`config.mk`:
```
export PLATFORM = sky130hd
export DESIGN_NAME = l15_adapter_top
export DESIGN_NICKNAME = d
export VERILOG_FILES = /design/src/verilog/adapter_mem_pkg.sv /design/src/verilog/l15_pkg.sv /design/src/verilog/req_slot.sv /design/src/verilog/icache_miss_adapter.sv /design/src/verilog/l15_req_arbiter.sv /design/src/verilog/l15_bridge.sv /design/src/verilog/l15_resp_demux.sv /design/src/verilog/l15_adapter_top.sv
export SDC_FILE = /design/constraint.sdc
export NUM_CORES = 1
export LEC_CHECK = 0
export BUFFER_PORTS_ARGS = -buffer_cell sky130_fd_sc_hd__clkbuf_2
export CELL_PAD_IN_SITES_DETAIL_PLACEMENT = 1
export CELL_PAD_IN_SITES_GLOBAL_PLACEMENT = 1
export CORE_AREA = 2 2 351 353
export CTS_BUF_LIST = sky130_fd_sc_hd__clkbuf_4
export DETAILED_ROUTE_END_ITERATION = 10
export DIE_AREA = 0 0 353 355
export PLACE_DENSITY_LB_ADDON = 0.1
export SLEW_MARGIN = 20
export SYNTH_ARGS = -nofsm -noshare
export SYNTH_HDL_FRONTEND = slang
export SYNTH_HIERARCHICAL = 1
export SYNTH_SLANG_ARGS = --single-unit
```
`constraint.sdc`:
```
create_clock -name clk_i -period 3.7 [get_ports clk_i]
set_input_delay 0.74 -clock clk_i [delete_from_list [all_inputs] [get_ports clk_i]]
set_output_delay 0.74 -clock clk_i [all_outputs]
set_load 0.02 [all_outputs]
```
`src/verilog/adapter_mem_pkg.sv`:
```
// Adapter memory package
// Internal request, write data and response formats shared by the
// source stages, the arbiter, the bridge and the response demux.
// Also holds the source port numbering and instruction-cache sizes.

`default_nettype none

package adapter_mem_pkg;

  typedef logic [39:0]  mem_addr_t;
  typedef logic [1:0]   mem_id_t;
  typedef logic [2:0]   mem_size_t;
  typedef logic [63:0]  mem_wdata_t;
  typedef logic [127:0] mem_rdata_t;
  typedef logic [7:0]   inv_idx_t;

  // Port 0 is the I$, port 1 the D$ read, port 2 the uncached write
  typedef logic [1:0] port_id_t;
  localparam int PORT_CNT = 3;

  typedef enum logic {
    READ  = 1'b0,
    WRITE = 1'b1
  } mem_cmd_e;

  typedef struct packed {
    mem_addr_t addr;
    mem_size_t size;
    mem_id_t   id;
    mem_cmd_e  cmd;
    logic      cacheable;
  } mem_req_t;

  typedef struct packed {
    mem_rdata_t data;
    mem_id_t    id;
    logic       error;
    logic       inv;
    inv_idx_t   inv_idx;
  } mem_resp_t;

  typedef struct packed {
    mem_addr_t paddr;
    logic      nc;
    mem_id_t   tid;
  } icache_miss_t;

  // Log2 of the access bytes for I$ fills
  localparam int ICACHE_WORD_SIZE = 3;
  localparam int ICACHE_LINE_SIZE = 4;

endpackage

`default_nettype wire

```
`src/verilog/l15_pkg.sv`:
```
// L1.5 package
// Native request and return formats of the L1.5 cache, with their
// type encodings, and the return format seen by the instruction cache.

`default_nettype none

package l15_pkg;

  // Request types, OpenPiton encoding
  typedef enum logic [4:0] {
    LOAD  = 5'b00000,
    STORE = 5'b00001,
    IFILL = 5'b10000
  } l15_rqtype_e;

  // Return types
  typedef enum logic [3:0] {
    LOAD_RET  = 4'b0000,
    IFILL_RET = 4'b0001,
    INV       = 4'b0011,
    ST_ACK    = 4'b0100
  } l15_rtype_e;

  typedef struct packed {
    logic                       val;
    l15_rqtype_e                rqtype;
    logic                       nc;
    adapter_mem_pkg::mem_size_t size;
    adapter_mem_pkg::mem_id_t   threadid;
    adapter_mem_pkg::mem_addr_t address;
    adapter_mem_pkg::mem_wdata_t data;
  } l15_req_t;

  typedef struct packed {
    logic                        val;
    logic                        header_ack;
    l15_rtype_e                  rtype;
    adapter_mem_pkg::mem_id_t    threadid;
    adapter_mem_pkg::mem_rdata_t data;
    adapter_mem_pkg::inv_idx_t   inv_index;
  } l15_rtrn_t;

  typedef struct packed {
    logic                        is_inv;
    adapter_mem_pkg::mem_rdata_t data;
    adapter_mem_pkg::inv_idx_t   inv_index;
    adapter_mem_pkg::mem_id_t    tid;
  } icache_rtrn_t;

endpackage

`default_nettype wire

```
`src/verilog/req_slot.sv`:
```
// Request slot
// One-entry holding register with write-ok and read-ok flags.
// Accepts a new entry when empty or when read in the same cycle.

`default_nettype none

module req_slot #(
  parameter type payload_t = logic
) (
  input  wire logic     clk_i,
  input  wire logic     arst_n_i,
  input  wire logic     w_i,
  output logic          wok_o,
  input  wire payload_t wdata_i,
  input  wire logic     r_i,
  output logic          rok_o,
  output payload_t      rdata_o
);

  logic     full_q;
  payload_t data_q;

  // Free when empty or drained this cycle
  assign wok_o = ~full_q | r_i;

  always_ff @(posedge clk_i or negedge arst_n_i) begin
    if (!arst_n_i) begin
      full_q <= 1'b0;
    end else if (w_i && wok_o) begin
      full_q <= 1'b1;
    end else if (r_i) begin
      full_q <= 1'b0;
    end
  end

  always_ff @(posedge clk_i) begin
    if (w_i && wok_o) begin
      data_q <= wdata_i;
    end
  end

  assign rok_o   = full_q;
  assign rdata_o = data_q;

endmodule

`default_nettype wire

```
`src/verilog/icache_miss_adapter.sv`:
```
// Instruction cache miss adapter
// Turns I$ fill requests into memory read requests held in a slot,
// so a miss withdrawn by the I$ is still issued once taken.
// Maps decoded memory responses back to the I$ return format.

`default_nettype none

module icache_miss_adapter (
  input  wire logic                          clk_i,
  input  wire logic                          arst_n_i,
  input  wire logic                          miss_valid_i,
  output logic                               miss_ready_o,
  input  wire adapter_mem_pkg::icache_miss_t miss_i,
  output logic                               req_valid_o,
  input  wire logic                          req_ready_i,
  output adapter_mem_pkg::mem_req_t          req_o,
  input  wire logic                          resp_valid_i,
  input  wire adapter_mem_pkg::mem_resp_t    resp_i,
  output logic                               rtrn_valid_o,
  output l15_pkg::icache_rtrn_t              rtrn_o
);

  adapter_mem_pkg::mem_req_t miss_req;

  // Non-cached fills fetch one word, cached fills a whole line
  always_comb begin
    miss_req.addr      = miss_i.paddr;
    miss_req.size      = miss_i.nc ?
                         adapter_mem_pkg::mem_size_t'(adapter_mem_pkg::ICACHE_WORD_SIZE) :
                         adapter_mem_pkg::mem_size_t'(adapter_mem_pkg::ICACHE_LINE_SIZE);
    miss_req.id        = miss_i.tid;
    miss_req.cmd       = adapter_mem_pkg::READ;
    miss_req.cacheable = ~miss_i.nc;
  end

  req_slot #(
    .payload_t (adapter_mem_pkg::mem_req_t)
  ) miss_slot_i (
    .clk_i    (clk_i),
    .arst_n_i (arst_n_i),
    .w_i      (miss_valid_i),
    .wok_o    (miss_ready_o),
    .wdata_i  (miss_req),
    .r_i      (req_ready_i),
    .rok_o    (req_valid_o),
    .rdata_o  (req_o)
  );

  // Return formatting
  assign rtrn_valid_o     = resp_valid_i;
  assign rtrn_o.is_inv    = resp_i.inv;
  assign rtrn_o.data      = resp_i.data;
  assign rtrn_o.inv_index = resp_i.inv_idx;
  assign rtrn_o.tid       = resp_i.id;

endmodule

`default_nettype wire

```
`src/verilog/l15_req_arbiter.sv`:
```
// L1.5 request arbiter
// Round-robin selection among the source request ports. A port takes
// part only when both its request and its data are valid, and the
// single ready goes back to the granted port alone.

`default_nettype none

module l15_req_arbiter #(
  parameter int N = 3
) (
  input  wire logic                        clk_i,
  input  wire logic                        arst_n_i,
  input  wire logic [N-1:0]                valid_i,
  input  wire logic [N-1:0]                data_valid_i,
  output logic [N-1:0]                     ready_o,
  input  wire adapter_mem_pkg::mem_req_t   req_i [N],
  input  wire adapter_mem_pkg::mem_wdata_t data_i [N],
  output logic                             valid_o,
  input  wire logic                        ready_i,
  output adapter_mem_pkg::mem_req_t        req_o,
  output adapter_mem_pkg::mem_wdata_t      data_o,
  output adapter_mem_pkg::port_id_t        pid_o
);

  logic [N-1:0]              eligible;
  logic                      found;
  adapter_mem_pkg::port_id_t grant;
  adapter_mem_pkg::port_id_t last_q;

  assign eligible = valid_i & data_valid_i;

  // Search starts one past the last served port
  always_comb begin
    int idx;
    found = 1'b0;
    grant = '0;
    for (int k = 0; k < N; k++) begin
      idx = (int'(last_q) + 1 + k) % N;
      if (!found && eligible[idx]) begin
        found = 1'b1;
        grant = adapter_mem_pkg::port_id_t'(idx);
      end
    end
  end

  always_comb begin
    ready_o = '0;
    if (found) begin
      ready_o[grant] = ready_i;
    end
  end

  assign valid_o = found;
  assign req_o   = req_i[grant];
  assign data_o  = data_i[grant];
  assign pid_o   = grant;

  // Port 0 wins first after reset
  always_ff @(posedge clk_i or negedge arst_n_i) begin
    if (!arst_n_i) begin
      last_q <= adapter_mem_pkg::port_id_t'(N - 1);
    end else if (valid_o && ready_i) begin
      last_q <= grant;
    end
  end

endmodule

`default_nettype wire

```
`src/verilog/l15_bridge.sv`:
```
// L1.5 bridge
// Encodes the granted memory request into an L1.5 request held until
// the header acknowledge. Remembers the issuing port of each id and
// decodes L1.5 returns into tagged memory responses.

`default_nettype none

module l15_bridge (
  input  wire logic                        clk_i,
  input  wire logic                        arst_n_i,
  input  wire logic                        valid_i,
  output logic                             ready_o,
  input  wire adapter_mem_pkg::mem_req_t   req_i,
  input  wire adapter_mem_pkg::mem_wdata_t data_i,
  input  wire adapter_mem_pkg::port_id_t   pid_i,
  output l15_pkg::l15_req_t                l15_req_o,
  input  wire l15_pkg::l15_rtrn_t          l15_rtrn_i,
  output logic                             resp_valid_o,
  output adapter_mem_pkg::mem_resp_t       resp_o,
  output adapter_mem_pkg::port_id_t        resp_pid_o
);

  localparam int ID_CNT = 2 ** $bits(adapter_mem_pkg::mem_id_t);

  l15_pkg::l15_req_t         req_enc;
  l15_pkg::l15_req_t         req_held;
  logic                      held;
  logic                      rtrn_inv;
  adapter_mem_pkg::port_id_t pid_table [ID_CNT];

  // Request encoding
  always_comb begin
    req_enc.val = 1'b1;
    if (pid_i == adapter_mem_pkg::port_id_t'(0)) begin
      req_enc.rqtype = l15_pkg::IFILL;
    end else if (req_i.cmd == adapter_mem_pkg::WRITE) begin
      req_enc.rqtype = l15_pkg::STORE;
    end else begin
      req_enc.rqtype = l15_pkg::LOAD;
    end
    req_enc.nc       = ~req_i.cacheable;
    req_enc.size     = req_i.size;
    req_enc.threadid = req_i.id;
    req_enc.address  = req_i.addr;
    req_enc.data     = data_i;
  end

  // Held until the L1.5 takes the header
  req_slot #(
    .payload_t (l15_pkg::l15_req_t)
  ) l15_slot_i (
    .clk_i    (clk_i),
    .arst_n_i (arst_n_i),
    .w_i      (valid_i),
    .wok_o    (ready_o),
    .wdata_i  (req_enc),
    .r_i      (l15_rtrn_i.header_ack),
    .rok_o    (held),
    .rdata_o  (req_held)
  );

  always_comb begin
    l15_req_o     = req_held;
    l15_req_o.val = held;
  end

  // Source port per transaction id
  always_ff @(posedge clk_i) begin
    if (valid_i && ready_o) begin
      pid_table[req_i.id] <= pid_i;
    end
  end

  // Return decoding, invalidations always go to the I$
  assign rtrn_inv     = (l15_rtrn_i.rtype == l15_pkg::INV);
  assign resp_valid_o = l15_rtrn_i.val;
  assign resp_pid_o   = rtrn_inv ? adapter_mem_pkg::port_id_t'(0) :
                                   pid_table[l15_rtrn_i.threadid];

  always_comb begin
    resp_o.data    = l15_rtrn_i.data;
    resp_o.id      = l15_rtrn_i.threadid;
    // L1.5 returns carry no error
    resp_o.error   = 1'b0;
    resp_o.inv     = rtrn_inv;
    resp_o.inv_idx = l15_rtrn_i.inv_index;
  end

endmodule

`default_nettype wire

```
`src/verilog/l15_resp_demux.sv`:
```
// L1.5 response demux
// Registers a decoded response and raises the valid strobe of the
// one source port selected by the port id.

`default_nettype none

module l15_resp_demux #(
  parameter int N = 3
) (
  input  wire logic                       clk_i,
  input  wire logic                       arst_n_i,
  input  wire logic                       valid_i,
  input  wire adapter_mem_pkg::mem_resp_t resp_i,
  input  wire adapter_mem_pkg::port_id_t  pid_i,
  output logic [N-1:0]                    valid_o,
  output adapter_mem_pkg::mem_resp_t      resp_o
);

  logic [N-1:0]               sel;
  logic [N-1:0]               valid_q;
  adapter_mem_pkg::mem_resp_t resp_q;

  always_comb begin
    sel = '0;
    for (int i = 0; i < N; i++) begin
      sel[i] = (pid_i == adapter_mem_pkg::port_id_t'(i));
    end
  end

  // One-cycle strobe
  always_ff @(posedge clk_i or negedge arst_n_i) begin
    if (!arst_n_i) begin
      valid_q <= '0;
    end else begin
      valid_q <= valid_i ? sel : '0;
    end
  end

  always_ff @(posedge clk_i) begin
    if (valid_i) begin
      resp_q <= resp_i;
    end
  end

  assign valid_o = valid_q;
  assign resp_o  = resp_q;

endmodule

`default_nettype wire

```
`src/verilog/l15_adapter_top.sv`:
```
// L1.5 adapter top level
// Connects the instruction cache and the data cache read and uncached
// write ports to the native L1.5 request and return ports through
// formatting, arbitration, bridge and response routing stages.

`default_nettype none

module l15_adapter_top (
  input  wire logic                          clk_i,
  input  wire logic                          arst_n_i,
  // Instruction cache
  input  wire logic                          icache_miss_valid_i,
  output logic                               icache_miss_ready_o,
  input  wire adapter_mem_pkg::icache_miss_t icache_miss_i,
  output logic                               icache_rtrn_valid_o,
  output l15_pkg::icache_rtrn_t              icache_rtrn_o,
  // Data cache read miss
  input  wire logic                          dcache_miss_valid_i,
  output logic                               dcache_miss_ready_o,
  input  wire adapter_mem_pkg::mem_req_t     dcache_miss_i,
  output logic                               dcache_miss_resp_valid_o,
  output adapter_mem_pkg::mem_resp_t         dcache_miss_resp_o,
  // Data cache uncached write
  input  wire logic                          dcache_uc_write_valid_i,
  input  wire logic                          dcache_uc_write_data_valid_i,
  output logic                               dcache_uc_write_ready_o,
  input  wire adapter_mem_pkg::mem_req_t     dcache_uc_write_i,
  input  wire adapter_mem_pkg::mem_wdata_t   dcache_uc_write_data_i,
  output logic                               dcache_uc_write_resp_valid_o,
  output adapter_mem_pkg::mem_resp_t         dcache_uc_write_resp_o,
  // L1.5
  output l15_pkg::l15_req_t                  l15_req_o,
  input  wire l15_pkg::l15_rtrn_t            l15_rtrn_i
);

  localparam int N = adapter_mem_pkg::PORT_CNT;

  logic [N-1:0]                arb_valid;
  logic [N-1:0]                arb_data_valid;
  logic [N-1:0]                arb_ready;
  adapter_mem_pkg::mem_req_t   arb_req [N];
  adapter_mem_pkg::mem_wdata_t arb_data [N];

  logic                        gnt_valid;
  logic                        gnt_ready;
  adapter_mem_pkg::mem_req_t   gnt_req;
  adapter_mem_pkg::mem_wdata_t gnt_data;
  adapter_mem_pkg::port_id_t   gnt_pid;

  logic                        dec_valid;
  adapter_mem_pkg::mem_resp_t  dec_resp;
  adapter_mem_pkg::port_id_t   dec_pid;

  logic [N-1:0]                rsp_valid;
  adapter_mem_pkg::mem_resp_t  rsp;

  logic                        ic_req_valid;
  adapter_mem_pkg::mem_req_t   ic_req;

  icache_miss_adapter icache_i (
    .clk_i        (clk_i),
    .arst_n_i     (arst_n_i),
    .miss_valid_i (icache_miss_valid_i),
    .miss_ready_o (icache_miss_ready_o),
    .miss_i       (icache_miss_i),
    .req_valid_o  (ic_req_valid),
    .req_ready_i  (arb_ready[0]),
    .req_o        (ic_req),
    .resp_valid_i (rsp_valid[0]),
    .resp_i       (rsp),
    .rtrn_valid_o (icache_rtrn_valid_o),
    .rtrn_o       (icache_rtrn_o)
  );

  // Port 0, instruction fills carry no data
  assign arb_valid[0]      = ic_req_valid;
  assign arb_data_valid[0] = 1'b1;
  assign arb_req[0]        = ic_req;
  assign arb_data[0]       = '0;

  // Port 1, data read misses
  assign arb_valid[1]        = dcache_miss_valid_i;
  assign arb_data_valid[1]   = 1'b1;
  assign arb_req[1]          = dcache_miss_i;
  assign arb_data[1]         = '0;
  assign dcache_miss_ready_o = arb_ready[1];

  // Port 2, one ready serves request and data
  assign arb_valid[2]            = dcache_uc_write_valid_i;
  assign arb_data_valid[2]       = dcache_uc_write_data_valid_i;
  assign arb_req[2]              = dcache_uc_write_i;
  assign arb_data[2]             = dcache_uc_write_data_i;
  assign dcache_uc_write_ready_o = arb_ready[2];

  l15_req_arbiter #(
    .N (N)
  ) arbiter_i (
    .clk_i        (clk_i),
    .arst_n_i     (arst_n_i),
    .valid_i      (arb_valid),
    .data_valid_i (arb_data_valid),
    .ready_o      (arb_ready),
    .req_i        (arb_req),
    .data_i       (arb_data),
    .valid_o      (gnt_valid),
    .ready_i      (gnt_ready),
    .req_o        (gnt_req),
    .data_o       (gnt_data),
    .pid_o        (gnt_pid)
  );

  l15_bridge bridge_i (
    .clk_i        (clk_i),
    .arst_n_i     (arst_n_i),
    .valid_i      (gnt_valid),
    .ready_o      (gnt_ready),
    .req_i        (gnt_req),
    .data_i       (gnt_data),
    .pid_i        (gnt_pid),
    .l15_req_o    (l15_req_o),
    .l15_rtrn_i   (l15_rtrn_i),
    .resp_valid_o (dec_valid),
    .resp_o       (dec_resp),
    .resp_pid_o   (dec_pid)
  );

  l15_resp_demux #(
    .N (N)
  ) demux_i (
    .clk_i    (clk_i),
    .arst_n_i (arst_n_i),
    .valid_i  (dec_valid),
    .resp_i   (dec_resp),
    .pid_i    (dec_pid),
    .valid_o  (rsp_valid),
    .resp_o   (rsp)
  );

  // D$ reads see one 64-bit word
  assign dcache_miss_resp_valid_o = rsp_valid[1];
  always_comb begin
    dcache_miss_resp_o      = rsp;
    dcache_miss_resp_o.data = {64'b0, rsp.data[63:0]};
  end

  // Store acks have no data
  assign dcache_uc_write_resp_valid_o = rsp_valid[2];
  always_comb begin
    dcache_uc_write_resp_o      = rsp;
    dcache_uc_write_resp_o.data = '0;
  end

endmodule

`default_nettype wire

```
Yosys cells after proc, flatten, opt, wreduce, memory -nomap -nowiden
Memories as Yosys holds them, arrays and structs flattened.
Cells that the tools add are included.
{"block": "totals", "latch_bits": 0, "output_inout_bits": 541, "ff_bits": 307, "ramBits": 8, "word_cells": 88, "n_memories": 1, "romBits": 0}
{"block": "op_classes", "n_lt_le_gt_ge": 6, "mul": 0, "shift": 0, "mux": 34, "eq_ne": 3, "add_sub_neg": 3, "bitwise_logic": 9, "div_mod_pow": 3, "n_reduce_logical": 11}
{"name": "bridge_i.pid_table", "words": 4, "width": 2, "rd": 1, "rd_clocked_by_memory_dff": 0, "write_ports": 1, "line": "l15_bridge.sv:29", "text": "adapter_mem_pkg::port_id_t pid_table [ID_CNT];"}
{"operator": "64-bit binary-select mux with 2-bit select", "count": 1}
{"operator": "64-bit 2-to-1 mux", "count": 2}
{"operator": "32-bit by 4-bit < comparator with 1-bit output, second input constant", "count": 3}
{"operator": "32-bit by 3-bit modulo with 32-bit output, second input constant", "count": 3}
{"operator": "47-bit binary-select mux with 2-bit select", "count": 1}
{"operator": "47-bit 2-to-1 mux", "count": 2}
{"operator": "32-bit by 2-bit adder with 32-bit output, second input constant", "count": 1}
{"operator": "32-bit by 3-bit adder with 32-bit output, second input constant", "count": 1}
{"operator": "1-bit 2-to-1 mux", "count": 17}
{"operator": "3-bit 2-to-1 mux", "count": 3}
{"operator": "2-bit 2-to-1 mux", "count": 4}
{"operator": "3-bit bitwise AND", "count": 2}
{"operator": "1-bit binary-select mux with 2-bit select", "count": 3}
{"operator": "1-bit logical AND", "count": 5}
{"operator": "4-bit by 2-bit equality test with 1-bit output, second input constant", "count": 1}
{"operator": "2-bit zero test", "count": 2}
{"operator": "1-bit NOT", "count": 4}
{"operator": "2-bit nonzero test", "count": 2}
{"operator": "2-bit by 1-bit adder with 3-bit output, second input constant", "count": 1}
{"operator": "3-bit >= comparator, second input constant", "count": 1}
{"operator": "2-bit by 3-bit < comparator with 1-bit output, second input constant", "count": 1}
{"operator": "2-bit NOT with 3-bit output", "count": 1}
{"operator": "1-bit demux with 2-bit select", "count": 1}
{"operator": "2-bit by 1-bit equality test with 1-bit output, second input constant", "count": 1}
{"operator": "4 further kinds", "count": 6}

Logic depth before layout (Yosys ltp)
{"block": "logic_depth", "word_depth": 21, "mapped_depth": 11, "mapped_depth_nobuf": 9}

By module
Netlist, hierarchy kept.
{"module": "l15_resp_demux", "n_inst": 1, "area_each_um2": 4309.1, "cells_each": 146, "seq_area_each_um2": 4279.1}
{"module": "req_slot at bridge_i.l15_slot_i", "n_inst": 1, "area_each_um2": 3537.1, "cells_each": 120, "seq_area_each_um2": 3508.4}
{"module": "l15_req_arbiter", "n_inst": 1, "area_each_um2": 3105.5, "cells_each": 570, "seq_area_each_um2": 51.3}
{"module": "l15_adapter_top", "n_inst": 1, "area_each_um2": 1539.0, "cells_each": 206, "seq_area_each_um2": 0.0}
{"module": "req_slot at icache_i.miss_slot_i", "n_inst": 1, "area_each_um2": 1465.2, "cells_each": 51, "seq_area_each_um2": 1436.4}
{"module": "l15_bridge", "n_inst": 1, "area_each_um2": 1437.6, "cells_each": 168, "seq_area_each_um2": 240.2}
{"module": "icache_miss_adapter", "n_inst": 1, "area_each_um2": 1058.5, "cells_each": 142, "seq_area_each_um2": 0.0}

Worst setup path after synthesis
OpenSTA, ideal clock, no wires.
{"block": "synth_path", "path_kind": "reg2reg", "startpoint": "register arbiter_i.last_q[1]", "endpoint": "register icache_i.miss_slot_i.data_q, in the netlist icache_i/miss_slot_i/rdata_o[0], enable pin", "arrival_time_ns": 2.633, "slack_ns": 0.702, "path_stages_with_launch": 11, "setup_time_ns": 0.365, "period_less_slack_ns": 2.998, "cell_sequence": "dfstp_2 ha_1 buf_4 nand3b_1 o21ba_1 a21oi_4 buf_2 inv_1 nor3b_1 nand2b_4 and2_4"}
{"block": "synth_via", "elab_chain_len": 20, "elab_cells_between_ends": 34}
{"element": "start: declaration", "line": "l15_req_arbiter.sv:28", "text": "adapter_mem_pkg::port_id_t last_q;"}
{"element": "start signal: assignment", "line": "l15_req_arbiter.sv:61", "text": "last_q <= adapter_mem_pkg::port_id_t'(N - 1);"}
{"element": "start signal: assignment", "line": "l15_req_arbiter.sv:63", "text": "last_q <= grant;"}
{"element": "2-bit by 1-bit adder with 3-bit output *", "line": "l15_req_arbiter.sv:38", "text": "idx = (int'(last_q) + 1 + k) % N;"}
{"element": "parallel branches: the longest is 10 deep, another holds 32-bit by 2-bit adder with 32-bit output"}
{"element": "2-bit 2-to-1 mux *", "line": "l15_req_arbiter.sv:39", "text": "if (!found && eligible[idx]) begin"}
{"element": "net gnt_pid[1]", "line": "l15_adapter_top.sv:48", "text": "adapter_mem_pkg::port_id_t gnt_pid;"}
{"element": "2-bit by 3-bit < comparator with 1-bit output (not written as such) / 2-bit by 1-bit >= comparator with 1-bit output (equally long branches)", "line": "l15_req_arbiter.sv:49", "text": "ready_o[grant] = ready_i;"}
{"element": "1-bit logical AND (not written as such)", "line": "l15_req_arbiter.sv:49"}
{"element": "1-bit 2-to-1 mux (not written as such)", "line": "l15_req_arbiter.sv:49"}
{"element": "1-bit demux with 2-bit select *"}
{"element": "3-bit bitwise AND (no source line) *"}
{"element": "3-bit 2-to-1 mux *", "line": "l15_req_arbiter.sv:48", "text": "if (found) begin"}
{"element": "net arb_ready[0]", "line": "l15_adapter_top.sv:40", "text": "logic [N-1:0] arb_ready;"}
{"element": "1-bit bitwise OR *", "line": "req_slot.sv:24", "text": "assign wok_o = ~full_q | r_i;"}
{"element": "net icache_miss_ready_o", "line": "l15_adapter_top.sv:13", "text": "output logic icache_miss_ready_o,"}
{"element": "1-bit logical AND *", "line": "req_slot.sv:37", "text": "if (w_i && wok_o) begin"}
{"element": "end signal: assignment", "line": "req_slot.sv:38", "text": "data_q <= wdata_i;"}
{"element": "end: declaration", "line": "req_slot.sv:21", "text": "payload_t data_q;"}
Mark *: on every way through the listed nets, which the timed path passes. The select of a mux whose other input is x is not followed.
A chain may end at the register's enable or synchronous reset.

Final worst setup path
{"block": "layout_path", "startpoint": "register arbiter_i.last_q[1]", "endpoint": "output port icache_miss_ready_o"}
{"block": "layout_via", "elab_chain_len": 19, "elab_cells_between_ends": 33}
{"element": "2-bit by 1-bit adder with 3-bit output *", "line": "l15_req_arbiter.sv:38"}
{"element": "parallel branches: the longest is 10 deep, another holds 32-bit by 2-bit adder with 32-bit output"}
{"element": "2-bit 2-to-1 mux *", "line": "l15_req_arbiter.sv:39"}
{"element": "net gnt_pid[0]", "line": "l15_adapter_top.sv:48"}
{"element": "2-bit by 3-bit < comparator with 1-bit output (not written as such) / 2-bit by 1-bit >= comparator with 1-bit output (equally long branches)", "line": "l15_req_arbiter.sv:49"}
{"element": "1-bit logical AND (not written as such)", "line": "l15_req_arbiter.sv:49"}
{"element": "1-bit 2-to-1 mux (not written as such)", "line": "l15_req_arbiter.sv:49"}
{"element": "1-bit demux with 2-bit select *"}
{"element": "3-bit bitwise AND (no source line) *"}
{"element": "3-bit 2-to-1 mux *", "line": "l15_req_arbiter.sv:48"}
{"element": "net arb_ready[0]", "line": "l15_adapter_top.sv:40"}
{"element": "1-bit bitwise OR *", "line": "req_slot.sv:24"}
{"element": "end: declaration", "line": "l15_adapter_top.sv:13"}
Marks and branches as above.

==> impl_metrics.tcl <==
set metrics [dict create \
    die_h_um 355 \
    drtPass1Iterations 5 \
    cts_tree "built" \
    cts.sink_count 317 \
    cts.clk_slew.worst_paths_ns 0.06 \
    crit_start "arbiter_i/last_q[1]" \
    grt_util_met1_pct 10.8 \
    power_uw 17600 \
    clk_latency_ns 0.93 \
    cp-endpoint "icache_miss_ready_o" \
    setup_slack_ns -0.155 \
    finalSetupViolCount 3 \
    cp.required_ns 2.96 \
    r2r_start "arbiter_i/last_q[1]" \
    clock_skew_ns 0.0524 \
    drt_iter0_markers 386 \
    worst-path-stages 8 \
    syn_to_final_growth_pct 42.6 \
    final_area_um2 23400 \
    grt_pass1_wl_mm 98.5 \
    cp_top_family "simple AND/OR/NAND/NOR gates" \
    slew_violations 0 \
    status "finished with violations" \
    die-width_um 353 \
    ant_nets 0 \
    final_nets 2607 \
    crit_chain "ha_4 -> and4b_2 -> or3_4 -> a31oi_4 -> nand2_2 -> nor3b_4 -> nand2b_4 -> buf_8" \
    cellInternalPower_uw 9990 \
    worst_pin_slew_ns 0.794 \
    post-route-period-util_pct 104 \
    powerDensity_nw_per_um2 752 \
    max_slew_margin_pct 47.1 \
    grt_pass1_vias 14100 \
    pwr-share-clk_pct 21.7 \
    core_um2 121000 \
    routed_wl_mm 70.7 \
    switchingPower_uw 7610 \
    ctsLongestPathBuffers 3 \
    busiest_layer "met2" \
    fin_cells 3968 \
    ir_worst_vdd_uv 343 \
    share_comb_of_total_power_pct 44.7 \
    cts_buffers 105 \
    mostFrequentLayoutCells "clkbuf_2, conb_1, edfxtp_1, dlygate4sd3_1, clkbuf_4" \
    slowest_delay_ns 0.60 \
    min_period_ns 3.85 \
    reg2reg_depth 19 \
    initial_utilization_pct 13.5 \
    met3_usage_pct 4.83 \
    crit_path_end_kind "output port" \
    wire_per_inst_um 17.8 \
    total_leakage_power_uw 0.0102 \
    yosys_warnings 6 \
    place.gp.congestion 0.777 \
    max_freq_mhz 259 \
    grt_max_degree 137 \
    mostFrequentLayoutCell "clkbuf_2" \
    hold_violations 0 \
    seqPwrFrac_pct 33.6 \
    rsz0062_at_grt "yes" \
    post-route-util_pct 19.3 \
    track_usage_pct 10.9 \
    viasPerCell 3.26 \
    setup_tns_ns -0.322 \
    placedInstanceArea_um2 19500 \
    critPathSlowestCell "dfstp_2" \
    r2r_end "bridge_i/l15_slot_i/rdata_o[110]" \
    path_max_fanout 7 \
    rows 128 \
    dieArea_um2 125000 \
    rrSetupSlack_ns 0.15 \
    critPathLaunchType "register" \
    syn_area_um2 16400 \
    drive_above_1_share_pct 41.3 \
    cts_max_level 3 \
    root_buffer "clkbuf_4" \
    crit_arrival_ns 3.11 \
    grt_overflow 0 \
    cap_viol_max_count 0 \
    avgSynthCellArea_um2 11.7 \
    crit_type "register to output port" \
    hp-class "input pin to register" \
    vias 13000 \
    hpwl_mm 52.0 \
    drc 0 \
    antenna_found_initial 20 \
    cp.buffers_inverters 1 \
    violations "negative setup slack" \
    placed_cells 3529 \
    synthCells 1401 \
    gr-usage-met2_pct 20.0 \
    boundaryPins 892 \
    swShare_pct 43.2 \
    port_buffers 699 \
]
## per-stage QoR
stage          setup WS [ns]  hold WS (ns)
6_report              -0.155         0.199
5_1_grt               -0.413        0.0459
4_1_cts               -0.408      0.000405
3_5_place_dp           0.297         0.540
3_3_place_gp           0.278         0.545
2_1_floorplan          0.702         0.444
## worst min-delay path, cell delays in order
cell and delay [ns]:
clkbuf_2 0.08, nor2_1 0.04, a31oi_1 0.13
## state kept, by name, summed over array words and instances (netlist names)
name	cells
arbiter_i/last_q	2
icache_i/miss_slot_i/rok_o	1
bridge_i/pid_table	8
demux_i/valid_o	3
demux_i/resp_o	140
icache_i/miss_slot_i/rdata_o	47
bridge_i/l15_slot_i/rok_o	1
bridge_i/l15_slot_i/rdata_o	115
## worst min-delay path by stage
stage          cells past startpoint                               to                       start  slack (ns)
2_1_floorplan                      0              arbiter_i/last_q[0]                    arst_n_i        0.44
3_3_place_gp                       2              arbiter_i/last_q[1]         arbiter_i/last_q[1]        0.54
4_1_cts                            3  bridge_i/l15_slot_i/rdata_o[47]  dcache_uc_write_data_i[47]      0.0004
5_1_grt                            3  bridge_i/l15_slot_i/rdata_o[82]       dcache_uc_write_i[25]        0.05
6_report                           3  bridge_i/l15_slot_i/rdata_o[82]       dcache_uc_write_i[25]        0.20
3_5_place_dp                       2              arbiter_i/last_q[1]         arbiter_i/last_q[1]        0.54
## per-layer routing
metal | routed length (µm) | up-vias
li1 | - | 5958
met1 | 25000 | 6173
met2 | 36800 | 655
met3 | 6610 | 147
met4 | 2130 | 20
met5 | 140 | -
## area by class of cell
class / count / area, µm²
antenna: 8 / 20.0
clock inverter: 26 / 116
tap: 1625 / 2030
inverter: 9 / 36.3
multi-input combinational: 846 / 4200
clock buffer: 164 / 1230
timing repair buffer: 973 / 6280
sequential: 317 / 9490
fill: 14300 / 98000
## repair_timing
| item | in CTS | in global routing |
|---|---|---|
| gates resized for setup | 29 | 21 |
| buffers inserted | 24 | 11 |
| cloned | 1 | 0 |
| pin swaps | 5 | 5 |
| endpoints found under the setup margin | 3 | 10 |
| hold endpoints to repair | 218 | 0 |
| hold buffers | 210 | 0 |
## power by group through the flow
| stage | registers, µW | clock network (µW) | logic [µW] |
|---|---|---|---|
| finish | 5910 | 3820 | 7870 |
| CTS | 5960 | 4100 | 8060 |
| floorplan | 6830 | 0 | 3980 |
| global route | 6020 | 4250 | 8690 |
| detailed placement | 6020 | 0 | 7510 |
| global placement | 6010 | 0 | 7500 |
(Power assumes the default switching activity.)
